<file path="src/hdl/rayGenPkg.sv">
package rayGenPkg;

    //////////////////////////////////////////////////////////////////////
    // Fixed point format
    //////////////////////////////////////////////////////////////////////

    // Fraction bits of the Q16.16 format
    localparam int fracBits = 16;

    // Signed Q16.16 scalar
    typedef logic signed [31:0] fixedT;

    // Three component vector
    typedef struct packed {
        fixedT x;
        fixedT y;
        fixedT z;
    } vec3T;

    //////////////////////////////////////////////////////////////////////
    // Framebuffer and ray cores
    //////////////////////////////////////////////////////////////////////

    // Framebuffer size in pixels
    localparam int fbWidth  = 8;
    localparam int fbHeight = 4;

    // Pixel coordinate width
    localparam int coordW = 10;
    typedef logic [coordW-1:0] screenCoordT;

    // Ray cores fed in round-robin order
    localparam int numCores = 2;

    // One bit is enough for two cores
    typedef logic [$clog2(numCores > 1 ? numCores : 2)-1:0] coreIdxT;

    //////////////////////////////////////////////////////////////////////
    // Camera and controller
    //////////////////////////////////////////////////////////////////////

    // Camera basis, 448 bits
    typedef struct packed {
        // Eye position
        vec3T  pos;
        // Bottom left corner of the view plane
        vec3T  blc;
        // Horizontal and vertical plane axes
        vec3T  rh;
        vec3T  rv;
        // Per pixel steps along the axes
        fixedT cub;
        fixedT cvb;
    } cameraT;

    // Generator states
    typedef enum logic [1:0] {
        stIdle,
        stArmed,
        stGenerate,
        stAdvance
    } genStateT;

endpackage

</file>
<file path="src/hdl/scanIf.sv">
interface scanIf;
    import rayGenPkg::*;

    // Current scan position
    screenCoordT x;
    screenCoordT y;
    // Core that receives the current pixel
    coreIdxT     coreIdx;
    // Step to the next pixel on this edge
    logic        advance;
    // Position is the final pixel of the frame
    logic        lastPixel;

    // Pixel and core counters
    modport counter (output x, y, coreIdx, lastPixel, input advance);

    // Generator FSM
    modport control (output advance, input coreIdx, lastPixel);

    // Output register stage
    modport sink (input x, y, coreIdx);

endinterface

</file>
<file path="src/hdl/threadGenFsm.sv">
module threadGenFsm (
    input  logic                           clk,
    input  logic                           resetn,
    input  logic                           arm,
    input  logic                           start,
    input  logic [rayGenPkg::numCores-1:0] outFull,
    scanIf.control                         scan,
    output logic                           clear,
    output logic                           issue,
    output logic                           frameDone
);
    import rayGenPkg::*;

    genStateT state;
    genStateT stateNext;

    // Almost-full flag of the core in turn
    logic     coreFull;
    // Last pixel is being stepped past
    logic     frameEnd;

    assign coreFull = outFull[scan.coreIdx];
    assign frameEnd = (state == stAdvance) && scan.lastPixel;

    //////////////////////////////////////////////////////////////////////
    // Next state
    //////////////////////////////////////////////////////////////////////

    always_comb begin
        stateNext = state;
        case (state)
            stIdle: begin
                if (arm) begin
                    stateNext = stArmed;
                end
            end
            stArmed: begin
                if (start) begin
                    stateNext = stGenerate;
                end
            end
            stGenerate: begin
                // Stall here until the core in turn has room
                if (!coreFull) begin
                    stateNext = stAdvance;
                end
            end
            stAdvance: begin
                if (scan.lastPixel) begin
                    stateNext = stIdle;
                end else begin
                    stateNext = stGenerate;
                end
            end
            default: begin
                stateNext = stIdle;
            end
        endcase
    end

    //////////////////////////////////////////////////////////////////////
    // State and frame end registers
    //////////////////////////////////////////////////////////////////////

    always_ff @(posedge clk or negedge resetn) begin
        if (!resetn) begin
            state     <= stIdle;
            frameDone <= 1'b0;
        end else begin
            state     <= stateNext;
            // One cycle pulse after the final thread
            frameDone <= frameEnd;
        end
    end

    // Restart the counters when armed
    assign clear        = (state == stIdle) && arm;
    // Hand one pixel to the output stage
    assign issue        = (state == stGenerate) && !coreFull;
    // Step pixel and core
    assign scan.advance = (state == stAdvance);

endmodule

</file>
<file path="src/flat_wrapper.sv">
// flat-port wrapper written by rule: the top's interface ports become plain ports
module threadGenFsm_flat import rayGenPkg::*;
  (clk, resetn, arm, start, outFull, clear, issue, frameDone, scan_advance, scan_coreIdx, scan_lastPixel);
  scanIf scan_i ();
  input  logic clk;
  input  logic resetn;
  input  logic arm;
  input  logic start;
  input  logic [rayGenPkg::numCores-1:0] outFull;
  output logic clear;
  output logic issue;
  output logic frameDone;
  output wire logic [$bits(scan_i.advance)-1:0] scan_advance;
  input wire logic [$bits(scan_i.coreIdx)-1:0] scan_coreIdx;
  input wire logic [$bits(scan_i.lastPixel)-1:0] scan_lastPixel;
  assign scan_advance = scan_i.advance;
  assign scan_i.coreIdx = scan_coreIdx;
  assign scan_i.lastPixel = scan_lastPixel;
  threadGenFsm u_core (.clk(clk), .resetn(resetn), .arm(arm), .start(start), .outFull(outFull), .scan(scan_i), .clear(clear), .issue(issue), .frameDone(frameDone));
endmodule
</file>
<file path="config.mk">
export PLATFORM = sky130hd
export DESIGN_NAME = threadGenFsm_flat
export DESIGN_NICKNAME = d
export VERILOG_FILES = /design/src/hdl/rayGenPkg.sv /design/src/hdl/scanIf.sv /design/src/hdl/threadGenFsm.sv /design/src/flat_wrapper.sv
export SDC_FILE = /design/constraint.sdc
export NUM_CORES = 1
export LEC_CHECK = 0
export ABC_AREA = 1
export BUFFER_PORTS_ARGS = -buffer_cell sky130_fd_sc_hd__buf_4
export CORE_AREA = 2 2 39 41
export CTS_CLUSTER_DIAMETER = 120
export DETAILED_ROUTE_END_ITERATION = 10
export DIE_AREA = 0 0 41 43
export PLACE_DENSITY = 0.33
export SLEW_MARGIN = 10
export SYNTH_ARGS = -nofsm -noshare
export SYNTH_HDL_FRONTEND = slang
export SYNTH_SLANG_ARGS = --single-unit
</file>
<file path="constraint.sdc">
create_clock -name clk -period 1.6 [get_ports clk]
set_clock_uncertainty 0.2 [all_clocks]
set_input_delay 0.32 -clock clk [delete_from_list [all_inputs] [get_ports clk]]
set_output_delay 0.32 -clock clk [all_outputs]
set_load 0.05 [all_outputs]
</file>
---- After elaboration in Yosys (flattened, before gate mapping) ----
Cells that the tools add are included.
word-level totals
  bits in registers ....................... 3
  memory bits (read-only) ................. 0
  word-level logic and storage cells ...... 22
  memories ................................ 0
  bits in latches ......................... 0
  RAM bits ................................ 0
cells by class
  magnitude comparators ................... 1
  $mul .................................... 0
  reductions and logical operators ........ 6
  $add $sub $neg .......................... 0
  mux-type cells .......................... 7
  shift operators ......................... 0
  divide/modulo/power cells ............... 0
  bitwise gates (word level) .............. 0
  equal/unequal tests ..................... 6
operator list
  cell                                                                           count
  2-bit two-way mux                                                              4
  2-bit case mux with 4 select lines                                             1
  2-bit != test (second input constant)                                          3
  2-bit equality test (second input constant)                                    2
  1-bit logical AND                                                              3
  3-bit AND reduction                                                            1
  2-bit by 1-bit equality test with 1-bit output (second input constant)         1
  2-bit logical NOT                                                              1
  1-bit by 2-bit less-than comparator with 1-bit output (second input constant)  1
  1-bit two-way mux                                                              2
  1-bit logical NOT                                                              1

---- Logic depth before layout (Yosys ltp) ----
  depth after elaboration ................. 4
  mapped depth ............................ 5
  mapped depth without buffers ............ 5

---- Worst setup path after synthesis ----
No wires, ideal clock.
  path kind ............................... flip-flop to output port
  start ................................... register u_core.state[1]
  end ..................................... output port clear
  setup slack ............................. 200 ps
  arrival ................................. 880 ps
  data required time ...................... 1080 ps
  cell stages (with the launch flop) ...... 4
  cells stage by stage .................... dfrtp_1 nor2_2 nand2_1 inv_1
between the ends
  longest elaborated chain between the ends .. 2
ends and longest elaborated chain
  what                    RTL line            text
  start, declared         threadGenFsm.sv:14  genStateT state;
  start signal, assigned  threadGenFsm.sv:67  state <= stIdle;
  start signal, assigned  threadGenFsm.sv:70  state <= stateNext;
  2-bit logical NOT       threadGenFsm.sv:77  assign clear = (state == stIdle) && arm;
  1-bit logical AND       threadGenFsm.sv:77
  end, declared           flat_wrapper.sv:10  output logic clear;
Every way passes these cells.

---- Worst setup path in the final report ----
  start ................................... register u_core.state[0]
  end ..................................... output port clear
The elaborated chain is that of the path after synthesis.

==> metrics.md <==
| Metric | Value |
|---|---|
| Core box area | ~1400 sq um |
| Total track usage | 0.06627 |
| Final HPWL DP | 315.8 um |
| Ports | 12 |
| Nets | 55 |
| Pin count of the biggest net entering global routing | 5 |
| Met2 WL | ~270 um |
| Initial Util | 0.1221 |
| DRT met1 WL | approximately 170 um |
| Fin. Hold Viols | 0 |
| Clock sinks | 3 |
| Final Util | 0.2495 |
| Longest Clk Path Bufs | 2 |
| CP delay by family, top | flip-flops |
| Clock tree from TritonCTS | done |
| Required time worst endpoint | 1.08 ns |
| Top layer in use | met3 |
| Fin worst setup slack | ~0.018 ns |
| Met3 routed WL | around 6 um |
| DRT iter0 DRCs | 2 |
| CP max stage delay | between 0.4 and 0.5 ns |
| PwrDens | 1862 nW/um^2 |
| Worst slew margin | 0.8921 |
| RSZ-0062 raised after global routing | yes |
| Final setup violation count | 0 |
| Vias | ~210 |
| Clock-pin slew on the worst setup and hold paths | 0.04 ns |
| Fin crit share | 0.9890 |
| Arrival time worst endpoint | roughly 1.1 ns |
| # diodes | 0 |
| Cell leakage power | 0.2268 nW |
| Outcome | finished, final reports clean |
| Critical path fanouts, max | 4 |
| H-tree depth reported by CTS | 1 |
| IO Port Bufs | 11 |
| Startpoint types | register |
| Avg Inst Size Synth | between 6 and 7 sq um |
| Final total power | about 0.64 mW |
| Routed WL per cell | about 7.3 um |
| Slew Viols, Final | 0 |
| Initial antenna violation count | 0 |
| Vias in the first global route | between 200 and 250 |
| Synth unique cells | 8 |
| Rows | 14 |
| Max_cap viols | 0 |
| Crit path time final | around 1.6 ns |
| Crit Path Category | reg -> out |
| Syn Inst Count | 26 |
| Antenna Nets Post-Route | 0 |
| Syn_nets | 34 |
| Area share of the largest cell type after synthesis | 0.4444 |
| Global-route wire length before repair | about 700 um |
| Crit end category | output port |
| Synthesized area | 168.9 sq um |
| Die Span X | between 40 and 50 um |
| Via density | 3.452 |
| FF+latch count, synth | 3 |
| P&R area growth vs syn | 104.4% |
| Register area share after synthesis | 0.4444 |
| Die Height | around 43 um |
| Least-Margin Pin Slew | about 0.16 ns |
| Crit path max-delay cell type | dfrtp_1 |
| Crit path cell chain | nor2_2 -> nand2_1 -> inv_1 -> buf_6 |
| Share of cells above drive strength 1 | 0.4130 |
| YS warnings | 0 |
| Die area | approximately 1800 sq um |
| DRT Wirelength | approximately 450 um |
| Clk_lat worst skew | roughly 0.23 ns |
| Maximum vdd drop | 377.7 uV |
| Post-synth top area cell | dfrtp_1 |
| TritonCTS Buffers | 3 |
| GRT overflow | 0 |
| F_max | approximately 0.63 GHz |
| Root buffer cell | clkbuf_4 |
| Drt pass-1 iters | 2 |
| Hold crit path type | in -> reg |
| Largest cells by area after synthesis | dfrtp_1, inv_1, nand2_1 |
| # DRC | 0 |
| Setup WS pre-CTS | ~0.21 ns |
| Gpl congestion | between 0.6 and 0.7 |
| Buf/Inv on CP | 2 |
## metrics by stage
| step | instance area (sq um) | setup TNS [ns] | hold WS [ns] | cells |
|---|---|---|---|---|
| CTS | 337.8 | -0.00007838 | 0.1308 | 61 |
| finish | 345.3 | 0 | 0.1385 | 62 |
| global route | 345.3 | -0.09210 | 0.1423 | 62 |
| global placement | 271.5 | 0 | -0.08966 | 53 |
| floorplan | 168.9 | 0 | -0.1756 | 26 |
| detailed placement | 271.5 | 0 | -0.08993 | 53 |
## cells in the final DEF, fill, tap and decap left out
cell           count
buf_4             13
buf_6              2
clkbuf_1           1
clkbuf_4           3
dfrtp_1            3
dlygate4sd3_1      1
inv_1             11
nand2_1            6
nand3_1            1
nand4_1            1
nor2_1             2
nor2_2             1
o21ai_1            1
## worst paths after layout
path	from	endpoint	slack, ns	cells past startpoint
max reg2reg	u_core.state[1]	u_core.state[1]	0.51	5
min	scan_lastPixel	u_core.frameDone	0.14	3
min reg2reg	u_core.state[0]	u_core.frameDone	0.42	2
max in group asynchronous	resetn	u_core.state[1]	0.90	2
max	u_core.state[0]	clear	0.02	4
min in group asynchronous	resetn	u_core.state[0]	0.21	2
## cell usage after synthesis
master	number
nand3_1	1
nor2_1	2
nand4_1	1
nand2_1	6
o21ai_1	1
nor2_2	1
dfrtp_1	3
inv_1	11
## per-layer routing
metal	global-route usage	up-vias
li1	-	112
met1	0.05466	99
met2	0.08750	3
met3	0.01571	0
met4	0.1200	0
met5	0	-
## cell type report
| cell class | count | area (sq um) |
|---|---|---|
| clock buffers | 4 | 26.28 |
| fillers | 163 | 1039 |
| inverters | 11 | 41.29 |
| multi-input cells | 12 | 52.55 |
| flip-flops and latches | 3 | 75.07 |
| well taps | 16 | 20.02 |
| repair buffers | 16 | 130.1 |
## registers in the layout, summed over array words and instances (netlist names)
register / flops
u_core.state: 2
u_core.frameDone: 1
## power breakdown
group / switching (mW) / internal [mW] / total [mW]
combinational: 0.213 / 0.155 / 0.368
clock: 0.0412 / 0.0936 / 0.135
sequential: 0.0326 / 0.108 / 0.140
## cell families after synthesis
kind of cell,Yosys count,share of synthesized area
compound gates,1,0.02960
flops,3,0.4444
simple gates,11,0.2815
buf+inv,11,0.2444
## tightest hold or removal path: stages
cell and delay (ns):
buf_4 0.11, inv_1 0.06, nor2_1 0.05
## timing repair
| action | CTS | global route |
|---|---|---|
| pin swaps | 2 | 0 |
| buffers inserted | 3 | 1 |
| hold buffers | 1 | 0 |
| endpoints found under the hold margin | 3 | 0 |
| resized for setup | 2 | 0 |
| setup endpoints to repair | 2 | 2 |
(Power assumes the default switching activity.)
