$ cat src/hdl/rayGenPkg.sv
package rayGenPkg;

    //////////////////////////////////////////////////////////////////////
    // Fixed point format
    //////////////////////////////////////////////////////////////////////

    // Fraction bits of the Q16.16 format
    localparam int fracBits = 16;

    // Signed Q16.16 scalar
    typedef logic signed [31:0] fixedT;

    // Three component vector
    typedef struct packed {
        fixedT x;
        fixedT y;
        fixedT z;
    } vec3T;

    //////////////////////////////////////////////////////////////////////
    // Framebuffer and ray cores
    //////////////////////////////////////////////////////////////////////

    // Framebuffer size in pixels
    localparam int fbWidth  = 8;
    localparam int fbHeight = 4;

    // Pixel coordinate width
    localparam int coordW = 10;
    typedef logic [coordW-1:0] screenCoordT;

    // Ray cores fed in round-robin order
    localparam int numCores = 2;

    // One bit is enough for two cores
    typedef logic [$clog2(numCores > 1 ? numCores : 2)-1:0] coreIdxT;

    //////////////////////////////////////////////////////////////////////
    // Camera and controller
    //////////////////////////////////////////////////////////////////////

    // Camera basis, 448 bits
    typedef struct packed {
        // Eye position
        vec3T  pos;
        // Bottom left corner of the view plane
        vec3T  blc;
        // Horizontal and vertical plane axes
        vec3T  rh;
        vec3T  rv;
        // Per pixel steps along the axes
        fixedT cub;
        fixedT cvb;
    } cameraT;

    // Generator states
    typedef enum logic [1:0] {
        stIdle,
        stArmed,
        stGenerate,
        stAdvance
    } genStateT;

endpackage

$ cat src/hdl/scanIf.sv
interface scanIf;
    import rayGenPkg::*;

    // Current scan position
    screenCoordT x;
    screenCoordT y;
    // Core that receives the current pixel
    coreIdxT     coreIdx;
    // Step to the next pixel on this edge
    logic        advance;
    // Position is the final pixel of the frame
    logic        lastPixel;

    // Pixel and core counters
    modport counter (output x, y, coreIdx, lastPixel, input advance);

    // Generator FSM
    modport control (output advance, input coreIdx, lastPixel);

    // Output register stage
    modport sink (input x, y, coreIdx);

endinterface

$ cat src/hdl/pixelScanner.sv
module pixelScanner (
    input  logic   clk,
    input  logic   resetn,
    scanIf.counter scan,
    input  logic   clear
);
    import rayGenPkg::*;

    //////////////////////////////////////////////////////////////////////
    // Counter limits
    //////////////////////////////////////////////////////////////////////

    localparam screenCoordT xLast    = screenCoordT'(fbWidth - 1);
    localparam screenCoordT yLast    = screenCoordT'(fbHeight - 1);
    localparam coreIdxT     coreLast = coreIdxT'(numCores - 1);

    // Position and core registers
    screenCoordT xPos;
    screenCoordT yPos;
    coreIdxT     corePos;

    // Row end decode
    logic        rowEnd;

    assign rowEnd = (xPos == xLast);

    //////////////////////////////////////////////////////////////////////
    // Raster walk and round-robin core
    //////////////////////////////////////////////////////////////////////

    always_ff @(posedge clk or negedge resetn) begin
        if (!resetn) begin
            xPos    <= '0;
            yPos    <= '0;
            corePos <= '0;
        end else if (clear) begin
            // Back to pixel (0,0) on core 0
            xPos    <= '0;
            yPos    <= '0;
            corePos <= '0;
        end else if (scan.advance) begin
            if (rowEnd) begin
                xPos <= '0;
                // Frame wraps to the top row
                if (yPos == yLast) begin
                    yPos <= '0;
                end else begin
                    yPos <= yPos + 1'b1;
                end
            end else begin
                xPos <= xPos + 1'b1;
            end
            // Next core in turn
            if (corePos == coreLast) begin
                corePos <= '0;
            end else begin
                corePos <= corePos + 1'b1;
            end
        end
    end

    // Drive the scan bus
    assign scan.x         = xPos;
    assign scan.y         = yPos;
    assign scan.coreIdx   = corePos;
    // Bottom right pixel
    assign scan.lastPixel = rowEnd && (yPos == yLast);

endmodule

$ cat src/flat_wrapper.sv
// flat-port wrapper written by rule: the top's interface ports become plain ports
module pixelScanner_flat import rayGenPkg::*;
  (clk, resetn, clear, scan_x, scan_y, scan_coreIdx, scan_lastPixel, scan_advance);
  scanIf scan_i ();
  input  logic clk;
  input  logic resetn;
  input  logic clear;
  output wire logic [$bits(scan_i.x)-1:0] scan_x;
  output wire logic [$bits(scan_i.y)-1:0] scan_y;
  output wire logic [$bits(scan_i.coreIdx)-1:0] scan_coreIdx;
  output wire logic [$bits(scan_i.lastPixel)-1:0] scan_lastPixel;
  input wire logic [$bits(scan_i.advance)-1:0] scan_advance;
  assign scan_x = scan_i.x;
  assign scan_y = scan_i.y;
  assign scan_coreIdx = scan_i.coreIdx;
  assign scan_lastPixel = scan_i.lastPixel;
  assign scan_i.advance = scan_advance;
  pixelScanner u_core (.clk(clk), .resetn(resetn), .scan(scan_i), .clear(clear));
endmodule
$ cat config.mk
export PLATFORM = sky130hd
export DESIGN_NAME = pixelScanner_flat
export DESIGN_NICKNAME = d
export VERILOG_FILES = /design/src/hdl/rayGenPkg.sv /design/src/hdl/scanIf.sv /design/src/hdl/pixelScanner.sv /design/src/flat_wrapper.sv
export SDC_FILE = /design/constraint.sdc
export NUM_CORES = 1
export LEC_CHECK = 0
export ABC_AREA = 0
export ABC_CLOCK_PERIOD_IN_PS = 2840
export BUFFER_PORTS_ARGS = -buffer_cell sky130_fd_sc_hd__buf_4
export CAP_MARGIN = 20
export CORE_MARGIN = 2
export CORE_UTILIZATION = 50
export DETAILED_ROUTE_END_ITERATION = 8
export PLACE_DENSITY_LB_ADDON = 0.05
export SYNTH_ARGS = -nofsm -noshare
export SYNTH_HDL_FRONTEND = slang
export SYNTH_SLANG_ARGS = --single-unit
export TNS_END_PERCENT = 5
$ cat constraint.sdc
create_clock -name clk -period 2.84 [get_ports clk]
set_input_delay 0.142 -clock clk [delete_from_list [all_inputs] [get_ports clk]]
set_output_delay 0.142 -clock clk [all_outputs]
set_load 0.05 [all_outputs]
=== Word level (Yosys, flattened, before mapping) ===
Cells that the tools add are included.

* Bits in registers: 21
* Bits in latches: 0
* Memory bits (writable): 0
* ROM bits: 0
* Bits of input ports: 4
* Memories: 0

* Add/subtract/negate cells: 3
* Multiply operators: 0
* Div/mod/pow operators: 0
* Magnitude comparators: 0
* Equal/unequal tests: 2
* Shift operators: 0
* Multiplexer cells: 10
* Bitwise operators: 0
* Reductions and logical operators: 4

{| class="wikitable"
|+ Operators with widths
! cell !! count
|-
| 10-bit 2-to-1 mux || 7
|-
| 10-bit by 1-bit adder with 10-bit output, second input constant || 2
|-
| 10-bit by 2-bit equality test with 1-bit output, second input constant || 1
|-
| 10-bit by 3-bit equality test with 1-bit output, second input constant || 1
|-
| 2-bit nonzero test || 2
|-
| 1-bit 2-to-1 mux || 3
|-
| 2-bit AND reduction || 1
|-
| 1-bit adder, second input constant || 1
|-
| 1-bit logical AND || 1
|}

=== Depth between registers and ports, before layout ===
Gate-level depths: netlist of run 1.

* Depth in word-level cells: 5
* Mapped depth: 6

=== Least setup slack after synthesis of run 1 ===
Ideal clock, no wire load.

* Kind: register to output
* Start point: register u_core.xPos[0] (netlist: u_core.scan.x[0])
* End point: output port scan_lastPixel
* Arrival: 1981 ps
* Required time: 2698 ps
* Setup slack: 717 ps
* Stages on the path, launching flop included: 5
* Cell sequence: dfrtp_1 -> ha_1 -> and4bb_2 -> nand4b_1 -> nor2_1

* Cells in the longest elaborated chain, start to end: 2

{| class="wikitable"
|+ Ends and longest elaborated chain
! what !! line !! source
|-
| start: declaration || pixelScanner.sv:18 || <nowiki>screenCoordT xPos;</nowiki>
|-
| start signal: assignment || pixelScanner.sv:51 || <nowiki>xPos <= xPos + 1'b1;</nowiki>
|-
| 10-bit by 3-bit equality test with 1-bit output || pixelScanner.sv:25 || <nowiki>assign rowEnd = (xPos == xLast);</nowiki>
|-
| 1-bit logical AND || pixelScanner.sv:67 || <nowiki>assign scan.lastPixel = rowEnd && (yPos == yLast);</nowiki>
|-
| end: declaration || flat_wrapper.sv:11 || <nowiki>output wire logic [$bits(scan_i.lastPixel)-1:0] scan_lastPixel;</nowiki>
|}

No other way between the ends.

=== Final worst setup path of run 1 ===
* Start point: register u_core.xPos[0] (netlist: u_core.scan.x[0])
* End point: register u_core.yPos[9] (netlist: u_core.scan.y[9])

* Cells in the longest elaborated chain, start to end: 3

{| class="wikitable"
|+ Ends and longest elaborated chain
! what !! line !! source
|-
| 10-bit by 3-bit equality test with 1-bit output || pixelScanner.sv:25 ||
|-
| 2-bit nonzero test (no line) || - ||
|-
| 2-bit AND reduction (no line) || - ||
|-
| end signal: assignment || pixelScanner.sv:48 || <nowiki>yPos <= yPos + 1'b1;</nowiki>
|-
| end: declaration || pixelScanner.sv:19 || <nowiki>screenCoordT yPos;</nowiki>
|}

No other way between the ends.
A chain may end at the register's enable or synchronous reset.

==> metrics, run 1 <==
area taken by flip-flops and latches=526 um^2; total negative slack for setup checks=0 ns; met2 routing resource usage after global routing=36.5%; syn_area_per_cell=9.57 um^2; combinational family with the most area after synthesis=simple AND/OR/NAND/NOR gates; Clock Power Share=29.4%; Most Used Layer, Global Route=met2; kind of path behind the tightest hold check=input port to flip-flop; fraction of registers with async set/reset=100%; actual slew at the worst max-slew pin=0.472 ns; max-slew violation total from the final report=0; cells along the critical path=ha_1 > and4bb_2 > nand3_1 > or3_1 > o31ai_1; cell accounting for the most synthesized area=sky130_fd_sc_hd__dfrtp_1; initial core utilization=53.2%; power density over the cells=357 nW/um^2; num rows=17; number of gates given a new drive strength after cts=0; complex-gate fraction of the synthesized area=12.0%; part of the power in registers=61.3%; worst IR drop on VDD=0.337 mV; antenna violation net count after detailed routing=0; number of CTS-inserted buffers=3; drt total wl=2.65 mm; fraction of the cycle the final worst path needs=68.3%; Post-Synth Adder-Cell Area=2.13%; antenna violations before repair=0; routing usage on met3=2.57%; vertical extent of the die=52.5 um; Cells after Synth=123; flip-flop and latch count after synthesis=21; Pint=0.370 mW; gp weighted congestion=0.792; maximum number of pins on one net before global-route repair=22; total instance count after detailed placement=171; cell types occupying the most area after synthesis=sky130_fd_sc_hd__dfrtp_1 45%, sky130_fd_sc_hd__o31ai_1 5.7%, sky130_fd_sc_hd__nor2_1 4.5%, sky130_fd_sc_hd__nand3_1 3.8%, sky130_fd_sc_hd__nor2b_1 3.7%; critical path startpoint category=flip-flop; total die area=2760 um^2; number of synthesized flops with an enable pin=0; routed wirelength normalized by instance count=15.1 um; fin cells=176; most used flip-flop cell after synthesis=sky130_fd_sc_hd__dfrtp_1; Core Box Area=2210 um^2; DRC Markers=0; share of cells above drive strength 1=22.3%; cell area after synthesis=1180 um^2; global-route wire length before repair=4.47 mm; CTS Root Cell=sky130_fd_sc_hd__clkbuf_4; buffers added on ports=25; CP max stage cell=sky130_fd_sc_hd__or3_1; number of nets in the finished design=155; Place WS=0.930 ns; most common library cell in the layout ignoring fill and taps=sky130_fd_sc_hd__buf_4; RSZ-0062 raised after global routing=false; post-detailed-route via-to-cell ratio=5.76; leading cell types in the layout, fill and taps excluded=25 x sky130_fd_sc_hd__buf_4, 21 x sky130_fd_sc_hd__dfrtp_1, 14 x sky130_fd_sc_hd__nor2_1; # setup viols final=0; status=complete, no violations; yosys warns=0; relative contribution of combinational cells to total power=9.3%; part of the Yosys area used for sequential elements=44.6%; met1 Usage GRT=28.0%; insertion delay to the later sink of the worst-skew pair=0.31 ns; HPWL after detailed placement=1.90 mm; Leakage=0.627 nW; flop-to-flop setup slack=0.90 ns; final global-route overflow total=0; multiplexer share of the synthesized area=0%; maximum root-to-sink buffer count=2; critical path arrival=2.16 ns; parity-gate share of the synthesized area counting xor and xnor cells=6.70%; signed area change from the synthesized netlist to the final layout=18.9%; required time of the worst setup path=3.06 ns; Post-Synthesis Net Count=129; multi-input combinational cell area=603 um^2; post-route core utilization=63.3%; gate family responsible for the most delay along the worst path=simple AND/OR/NAND/NOR gates; GRT Overall Usage=22.0%; number of H-tree branching levels=1; area share of and/or/nand/nor cells after synthesis=30.4%; first-pass iteration count of the detailed router=4; NetSw=0.129 mW; switching power share of the total=25.9%; fraction of post-synthesis cell area in the top cell type by area=44.6%; fill count=202; endpoints failing hold=0; critical path peak fanout=11; via count=1,013; Clk pin slew, worst setup/hold paths=0.12 ns; number of distinct library cells after synthesis=33; CP Capture Type=flip-flop; Diodes inserted=0; critical path start-end classification=flip-flop to flip-flop; worst clock skew=0.00298 ns; final worst-path setup slack=0.899 ns; TritonCTS clock tree=built; maximum achievable frequency=0.515 GHz; worst relative slew slack=68.5%; sink count of the clock tree=21; Max-Cap Viols=0; Buf+Inv Stages, Crit Path=0; top-level port count=26; width of the die=52.5 um; Crit path largest cell delay=0.46 ns; First DRT Iteration DRCs=12; worst-case hold slack=0.129 ns; Min Clock Period, post-route=1.94 ns; vias in the first global route=982
[worst paths after layout]
kind | start | end | cells past startpoint
max | u_core.scan.x[0]$_DFFE_PN0P_ | u_core.scan.y[9]$_DFFE_PN0P_ | 5
min | clear | u_core.scan.coreIdx$_DFFE_PN0P_ | 2
max reg2reg | u_core.scan.x[0]$_DFFE_PN0P_ | u_core.scan.y[9]$_DFFE_PN0P_ | 5
min reg2reg | u_core.scan.y[9]$_DFFE_PN0P_ | u_core.scan.y[9]$_DFFE_PN0P_ | 1
max in group asynchronous | resetn | u_core.scan.x[8]$_DFFE_PN0P_ | 2
min in group asynchronous | resetn | u_core.scan.y[6]$_DFFE_PN0P_ | 2
[sequential cells by signal, summed over array words and instances (netlist names)]
name,flops
u_core.scan.x,10
u_core.scan.y,10
u_core.scan.coreIdx,1
[per-stage QoR]
step	area, um^2	total power [mW]
2_1_floorplan	1180	0.341
3_3_place_gp	1360	0.357
3_5_place_dp	1360	0.358
4_1_cts	1400	0.507
5_1_grt	1400	0.523
6_report	1400	0.499
[cells in the mapped netlist, types with 2 or more instances]
| cell | count |
|---|---|
| sky130_fd_sc_hd__a21oi_1 | 2 |
| sky130_fd_sc_hd__and3_2 | 2 |
| sky130_fd_sc_hd__and4_1 | 3 |
| sky130_fd_sc_hd__clkbuf_1 | 2 |
| sky130_fd_sc_hd__dfrtp_1 | 21 |
| sky130_fd_sc_hd__ha_1 | 2 |
| sky130_fd_sc_hd__inv_1 | 3 |
| sky130_fd_sc_hd__nand2_1 | 8 |
| sky130_fd_sc_hd__nand2b_1 | 3 |
| sky130_fd_sc_hd__nand3_1 | 9 |
| sky130_fd_sc_hd__nand4_1 | 2 |
| sky130_fd_sc_hd__nand4b_1 | 2 |
| sky130_fd_sc_hd__nor2_1 | 14 |
| sky130_fd_sc_hd__nor2b_1 | 7 |
| sky130_fd_sc_hd__nor3_1 | 3 |
| sky130_fd_sc_hd__o21ai_0 | 8 |
| sky130_fd_sc_hd__o31ai_1 | 9 |
| sky130_fd_sc_hd__xnor2_1 | 5 |
| sky130_fd_sc_hd__xor2_1 | 4 |
[power by group through the flow]
stage / Combinational (mW) / Sequential, mW / Clock [mW]
after floorplan: 0.0172 / 0.324 / 0
after global placement: 0.0454 / 0.311 / 0
after detailed placement: 0.0461 / 0.312 / 0
after CTS: 0.0472 / 0.306 / 0.153
after global routing: 0.0518 / 0.307 / 0.164
final: 0.0465 / 0.306 / 0.147
[cell type report]
type	count	area share (%)
Timing Repair Buffer	26	14.1
Clock buffer	3	1.61
Clock inverter	1	0.357
Multi-Input combinational cell	94	43.1
Sequential cell	21	37.5
Inverter	3	0.804
Tap cell	28	2.50
[routing by layer]
metal | vias up | wire (um)
met5 | - | 0
met4 | 0 | 37
met3 | 4 | 89
met2 | 28 | 1320
met1 | 488 | 1200
li1 | 493 | -
[repair_timing]
item                                   4_1_cts  5_1_grt
hold buffers                                 1        0
buffers inserted                             0        0
endpoints found under the hold margin       21        0
[cells by family after synthesis]
logic type / count (synthesis)
flip-flops: 21
AND/OR/NAND/NOR: 61
adder cells (fa/ha/maj): 2
XOR/XNOR: 9
AO/OA/AOI/OAI: 22
buffers and inverters: 8
Note: power is estimated with default switching activity, not from simulation.
==> inputs of run 2 (changes only) <==
--- a/config.mk
+++ b/config.mk
@@ -5,8 +5,8 @@
 export SDC_FILE = /design/constraint.sdc
 export NUM_CORES = 1
 export LEC_CHECK = 0
-export ABC_AREA = 0
-export ABC_CLOCK_PERIOD_IN_PS = 2840
+export ABC_AREA = 1
+export ABC_CLOCK_PERIOD_IN_PS = 1860
 export BUFFER_PORTS_ARGS = -buffer_cell sky130_fd_sc_hd__buf_4
 export CAP_MARGIN = 20
 export CORE_MARGIN = 2
==> constraint.sdc (replaced) <==
create_clock -name clk -period 1.86 [get_ports clk]
set_input_delay 0.093 -clock clk [delete_from_list [all_inputs] [get_ports clk]]
set_output_delay 0.093 -clock clk [all_outputs]
set_load 0.05 [all_outputs]
==> metrics, run 2 <==
first-pass iteration count of the detailed router=4 (unchanged); initial core utilization=53.1% (-0.17 points); multiplexer share of the synthesized area=0% (unchanged); fraction of registers with async set/reset=100% (unchanged); buffers added on ports=25 (unchanged); worst IR drop on VDD=0.539 mV (+60%); part of the Yosys area used for sequential elements=39.6% (-5.0 points); cell types occupying the most area after synthesis=sky130_fd_sc_hd__dfrtp_1 40%, sky130_fd_sc_hd__nand2_1 13%, sky130_fd_sc_hd__nand3_1 8.7%, sky130_fd_sc_hd__nor2_1 6.8%, sky130_fd_sc_hd__inv_1 6.5%; cell area after synthesis=1330 um^2 (+13%); number of H-tree branching levels=1 (unchanged); via count=1,268 (+25%); share of cells above drive strength 1=23.8% (+1.5 points); antenna violations before repair=0 (unchanged); width of the die=55.5 um (+5.7%); required time of the worst setup path=1.77 ns (-1.29 ns); NetSw=0.308 mW (+140%); leading cell types in the layout, fill and taps excluded=46 x sky130_fd_sc_hd__nand2_1, 26 x sky130_fd_sc_hd__buf_4, 24 x sky130_fd_sc_hd__nor2_1; Max-Cap Viols=0 (unchanged); Diodes inserted=0 (unchanged); gp weighted congestion=0.937 (+18%); number of CTS-inserted buffers=3 (unchanged); actual slew at the worst max-slew pin=0.281 ns (-0.191 ns); flip-flop and latch count after synthesis=21 (unchanged); Pint=0.627 mW (+70%); Worst R2R Start=u_core.scan.x[0]$_DFFE_PN0P_; relative contribution of combinational cells to total power=22.6% (+13 points); maximum number of pins on one net before global-route repair=22 (unchanged); Post-Synthesis Net Count=190 (+47%); status=complete, no violations; switching power share of the total=32.9% (+7.0 points); Min Clock Period, post-route=1.74 ns; worst clock skew=0.00550 ns (+0.00252 ns); post-route core utilization=65.0% (+1.7 points); num rows=18 (+1); multi-input combinational cell area=694 um^2 (+15%); CTS Root Cell=sky130_fd_sc_hd__clkbuf_4; Post-Synth Adder-Cell Area=1.89% (-0.24 points); fraction of post-synthesis cell area in the top cell type by area=39.6% (-5.0 points); most common library cell in the layout ignoring fill and taps=sky130_fd_sc_hd__nand2_1; critical path peak fanout=5 (-6); maximum root-to-sink buffer count=2 (unchanged); Clock Power Share=23.6% (-5.8 points); GRT Overall Usage=22.3% (+0.32 points); # setup viols final=0 (unchanged); DRC Markers=0 (unchanged); number of synthesized flops with an enable pin=0 (unchanged); number of distinct library cells after synthesis=24 (-27%); worst relative slew slack=81.2% (+13 points); drt total wl=3.07 mm (+16%); critical path startpoint category=flip-flop; total die area=3080 um^2 (+12%); routed wirelength normalized by instance count=12.6 um (-17%); global-route wire length before repair=5.69 mm (+27%); HPWL after detailed placement=2.35 mm (+24%); power density over the cells=576 nW/um^2 (+62%); First DRT Iteration DRCs=43 (+31); CP Capture Type=output port; part of the power in registers=53.8% (-7.5 points); parity-gate share of the synthesized area counting xor and xnor cells=1.98% (-4.7 points); complex-gate fraction of the synthesized area=10.8% (-1.2 points); cell accounting for the most synthesized area=sky130_fd_sc_hd__dfrtp_1; Clk pin slew, worst setup/hold paths=0.12 ns (about the same); combinational family with the most area after synthesis=simple AND/OR/NAND/NOR gates; hold_sp=scan_advance; endpoints failing hold=0 (unchanged); Cells after Synth=184 (+50%); vertical extent of the die=55.5 um (+5.7%); top cell types by occurrence after synthesis=46 x sky130_fd_sc_hd__nand2_1, 24 x sky130_fd_sc_hd__nor2_1, 23 x sky130_fd_sc_hd__inv_1, 23 x sky130_fd_sc_hd__nand3_1, 21 x sky130_fd_sc_hd__dfrtp_1; area taken by flip-flops and latches=528 um^2 (+0.48%); vias in the first global route=1,383 (+41%); area share of and/or/nand/nor cells after synthesis=36.3% (+5.9 points); critical path arrival=1.65 ns (-0.51 ns); syn_area_per_cell=7.21 um^2 (-25%); final global-route overflow total=0 (unchanged); kind of path behind the tightest hold check=input port to flip-flop; yosys warns=0 (unchanged); sink count of the clock tree=21 (unchanged); top-level port count=26 (unchanged); critical path startpoint=u_core.scan.x[0]$_DFFE_PN0P_; antenna violation net count after detailed routing=0 (unchanged); Core Box Area=2500 um^2 (+13%); Post-CTS Setup Repair Bufs=0 (unchanged); worst-case hold slack=0.0742 ns (-0.0546 ns); number of nets in the finished design=221 (+43%); fraction of the cycle the final worst path needs=93.6%; TritonCTS clock tree=built; final worst-path setup slack=0.119 ns (-0.780 ns); Leakage=0.770 nW (+23%); max-slew violation total from the final report=0 (unchanged); signed area change from the synthesized netlist to the final layout=22.5%; Place WS=0.249 ns (-0.681 ns); post-detailed-route via-to-cell ratio=5.20 (-9.7%); most used flip-flop cell after synthesis=sky130_fd_sc_hd__dfrtp_1; fill count=222 (+9.9%); maximum achievable frequency=0.574 GHz; top-count cell post-synth=sky130_fd_sc_hd__nand2_1; insertion delay to the later sink of the worst-skew pair=0.30 ns (about the same); critical path start-end classification=flip-flop to output port
## run 2: kinds of logic after synthesis
kind of cell               count (synthesis)
xor gates and xnor gates                   3
buffers and inverters                     28
DFF                                       21
and+or+nand+nor                          109
adders and majority gates                  2
AOI/OAI and AO/OA                         21
## run 2: path summary, 6_finish.rpt
path                                           endpoint  slack [ns]  cells past startpoint
max                                      scan_lastPixel        0.12                      6
min                        u_core.scan.x[8]$_DFFE_PN0P_        0.07                      3
max reg2reg                u_core.scan.y[5]$_DFFE_PN0P_        0.24                      9
min reg2reg                u_core.scan.x[0]$_DFFE_PN0P_        0.55                      1
max in group asynchronous  u_core.scan.x[1]$_DFFE_PN0P_        1.42                      2
min in group asynchronous  u_core.scan.y[0]$_DFFE_PN0P_        0.21                      2
## run 2: power by group through the flow
stage | logic (mW) | registers (mW) | clock network [mW]
global placement | 0.205 | 0.511 | 0
floorplan | 0.0759 | 0.575 | 0
global route | 0.230 | 0.508 | 0.246
detailed placement | 0.208 | 0.512 | 0
finish | 0.211 | 0.504 | 0.221
CTS | 0.212 | 0.503 | 0.233
## run 2: metal layers
layer	share of wire [%]	vias up	GRT usage, %	wire (um)
met5	0	-	0	0
met4	1.2	0	8.01	36
met3	3.0	4	2.34	93
met2	51	24	40.5	1580
met1	44	585	27.2	1360
li1	-	655	-	-
## run 2: layout make-up
cell class / count / share of cell area, %
Clock buffer: 4 / 1.62
Inverter: 24 / 5.62
Multi-Input combinational cell: 135 / 42.8
Sequential cell: 21 / 32.5
Tap cell: 30 / 2.31
Timing Repair Buffer: 30 / 15.2
## run 2: worst max-delay path, stage by stage, from the launching register on
cell	delay, ns
sky130_fd_sc_hd__dfrtp_2	0.41
sky130_fd_sc_hd__ha_2	0.21
sky130_fd_sc_hd__nand2_2	0.06
sky130_fd_sc_hd__clkinv_2	0.06
sky130_fd_sc_hd__nand3_2	0.09
sky130_fd_sc_hd__nor4_4	0.31
sky130_fd_sc_hd__buf_6	0.20
## run 2: repair_timing
action	in CTS	in global routing
hold buffers	2	0
endpoints found under the setup margin	0	1
gates resized for setup	0	2
hold endpoints to repair	22	0
## run 2: metrics by stage
stage	area [um^2]	total power, mW	cells	setup TNS [ns]
3_5_place_dp	1570	0.721	238	0
4_1_cts	1620	0.948	244	0
3_3_place_gp	1570	0.716	238	0
5_1_grt	1620	0.983	244	-0.00188
2_1_floorplan	1340	0.651	184	0
6_report	1620	0.935	244	0
==> inputs of run 3 (changes only) <==
--- a/config.mk
+++ b/config.mk
@@ -13,6 +13,8 @@
 export CORE_UTILIZATION = 50
 export DETAILED_ROUTE_END_ITERATION = 8
 export PLACE_DENSITY_LB_ADDON = 0.05
+export RECOVER_POWER = 50
+export SLEW_MARGIN = 20
 export SYNTH_ARGS = -nofsm -noshare
 export SYNTH_HDL_FRONTEND = slang
 export SYNTH_SLANG_ARGS = --single-unit
==> metrics, run 3 (synthesis results as in run 2) <==
kind of path behind the tightest hold check=input port to flip-flop; endpoints failing hold=0 (unchanged); CTS Root Cell=sky130_fd_sc_hd__clkbuf_4; met2 routing resource usage after global routing=40.5% (unchanged); gp weighted congestion=0.937 (unchanged); critical path startpoint category=flip-flop; sink count of the clock tree=21 (unchanged); Clk pin slew, worst setup/hold paths=0.12 ns (about the same); fin cells=244 (unchanged); First DRT Iteration DRCs=41 (-4.7%); antenna violations before repair=0 (unchanged); initial core utilization=53.1% (unchanged); routing usage on met3=2.34% (unchanged); DRC Markers=0 (unchanged); Crit path largest cell delay=0.41 ns (about the same); worst relative slew slack=21.8% (-59 points); number of CTS-inserted buffers=3 (unchanged); gate family responsible for the most delay along the worst path=simple AND/OR/NAND/NOR gates; via count=1,277 (+0.71%); status=complete, no violations; most common library cell in the layout ignoring fill and taps=sky130_fd_sc_hd__nand2_1; critical path start-end classification=flip-flop to output port; post-route core utilization=63.8% (-1.2 points); worst-case hold slack=0.0745 ns (+0.000291 ns); routed wirelength normalized by instance count=12.6 um (about the same); total negative slack for setup checks=0 ns (unchanged); HPWL after detailed placement=2.35 mm (unchanged); Core Box Area=2500 um^2 (unchanged); critical path peak fanout=5 (unchanged); CP max stage cell=sky130_fd_sc_hd__dfrtp_2; total instance count after detailed placement=238 (unchanged); dpl cell area=1570 um^2 (unchanged); Buf+Inv Stages, Crit Path=2 (unchanged); max-slew violation total from the final report=0 (unchanged); worst clock skew=0.00443 ns (-0.00107 ns); Min Clock Period, post-route=1.74 ns (-0.0000370 ns); CP Capture Type=output port; fraction of the cycle the final worst path needs=93.6% (about the same); required time of the worst setup path=1.77 ns (about the same); Leakage=0.737 nW (-4.3%); maximum root-to-sink buffer count=2 (unchanged); leading cell types in the layout, fill and taps excluded=46 x sky130_fd_sc_hd__nand2_1, 24 x sky130_fd_sc_hd__nor2_1, 23 x sky130_fd_sc_hd__inv_1, 23 x sky130_fd_sc_hd__nand3_1, 19 x sky130_fd_sc_hd__dfrtp_1; drt total wl=3.07 mm (about the same); Diodes inserted=0 (unchanged); fill count=229 (+3.2%); number of H-tree branching levels=1 (unchanged); final global-route overflow total=0 (unchanged); met1 Usage GRT=27.2% (unchanged); Most Used Layer, Global Route=met2; signed area change from the synthesized netlist to the final layout=20.2%; maximum number of pins on one net before global-route repair=22 (unchanged); critical path arrival=1.65 ns (about the same); post-route cell area=1590 um^2 (-1.8%); antenna violation net count after detailed routing=0 (unchanged); # setup viols final=0 (unchanged); maximum achievable frequency=0.574 GHz (about the same); buffers added on ports=25 (unchanged); num rows=18 (unchanged); share of cells above drive strength 1=20.1% (-3.7 points); post-detailed-route via-to-cell ratio=5.23 (+0.71%); area taken by flip-flops and latches=528 um^2 (unchanged); vertical extent of the die=55.5 um (unchanged); number of nets in the finished design=221 (unchanged); width of the die=55.5 um (unchanged); first-pass iteration count of the detailed router=4 (unchanged); global-route wire length before repair=5.69 mm (unchanged); top-level port count=26 (unchanged); insertion delay to the later sink of the worst-skew pair=0.30 ns (about the same); cells along the critical path=ha_2 > nand2_2 > clkinv_2 > nand3_2 > nor4_4 > buf_6; TritonCTS clock tree=built; multi-input combinational cell area=694 um^2 (unchanged); worst IR drop on VDD=0.519 mV (-3.7%); actual slew at the worst max-slew pin=1.17 ns (+0.891 ns); power density over the cells=581 nW/um^2 (+0.88%); total die area=3080 um^2 (unchanged); GRT Overall Usage=22.3% (unchanged); vias in the first global route=1,383 (unchanged); Max-Cap Viols=0 (unchanged)
==> run 3: per-layer routing <==
| layer | vias to the layer above | share of wire (%) |
|---|---|---|
| met1 | 588 | 45 |
| met3 | 4 | 2.8 |
| met4 | 0 | 1.2 |
| met2 | 28 | 51 |
| li1 | 657 | - |
| met5 | - | 0 |
==> run 3: metrics by stage <==
step                worst slack [ns]  power, mW
global route                -0.00188      0.973
CTS                           0.0636      0.948
detailed placement             0.249      0.721
global placement               0.298      0.716
finish                         0.119      0.926
floorplan                     0.0637      0.651
==> run 3: worst paths after layout <==
check / from / endpoint / slack (ns) / cells after the start
setup / recovery: u_core.scan.x[0]$_DFFE_PN0P_ / scan_lastPixel / 0.12 / 6
hold / removal: scan_advance / u_core.scan.x[8]$_DFFE_PN0P_ / 0.07 / 3
setup reg to reg: u_core.scan.x[0]$_DFFE_PN0P_ / u_core.scan.y[5]$_DFFE_PN0P_ / 0.24 / 9
hold reg to reg: u_core.scan.x[0]$_DFFE_PN0P_ / u_core.scan.x[0]$_DFFE_PN0P_ / 0.55 / 1
max in group asynchronous: resetn / u_core.scan.x[1]$_DFFE_PN0P_ / 0.55 / 2
min in group asynchronous: resetn / u_core.scan.y[0]$_DFFE_PN0P_ / 0.54 / 2
==> run 3: worst reg2reg max path: stages, from the launching register on <==
cell and delay, ns:
sky130_fd_sc_hd__dfrtp_2 0.41, sky130_fd_sc_hd__ha_2 0.21, sky130_fd_sc_hd__nand2_2 0.06, sky130_fd_sc_hd__clkinv_2 0.06, sky130_fd_sc_hd__nand3_2 0.09, sky130_fd_sc_hd__o21ai_2 0.15, sky130_fd_sc_hd__nand2_2 0.19, sky130_fd_sc_hd__buf_12 0.21
sky130_fd_sc_hd__nand2_1 0.08, sky130_fd_sc_hd__o21ai_2 0.06
==> run 3: repair_timing <==
item                       4_1_cts  5_1_grt
setup endpoints to repair        0        1
hold endpoints to repair        22        0
hold buffers                     2        0
buffers inserted                 0        0
resized for setup                0        2
==> run 3: final cells by class <==
type                       count  share of cell area, %
tap                           30                   2.35
timing repair buffer          30                   13.6
clock buffer                   4                   1.65
multi-input combinational    135                   43.6
inverter                      24                   5.73
sequential                    21                   33.1
==> run 3: report_power, final <==
group          total (mW)  switching (mW)  internal [mW]
sequential          0.504          0.0279          0.476
combinational       0.201           0.143         0.0580
clock               0.221           0.137         0.0835
total               0.926           0.308          0.618
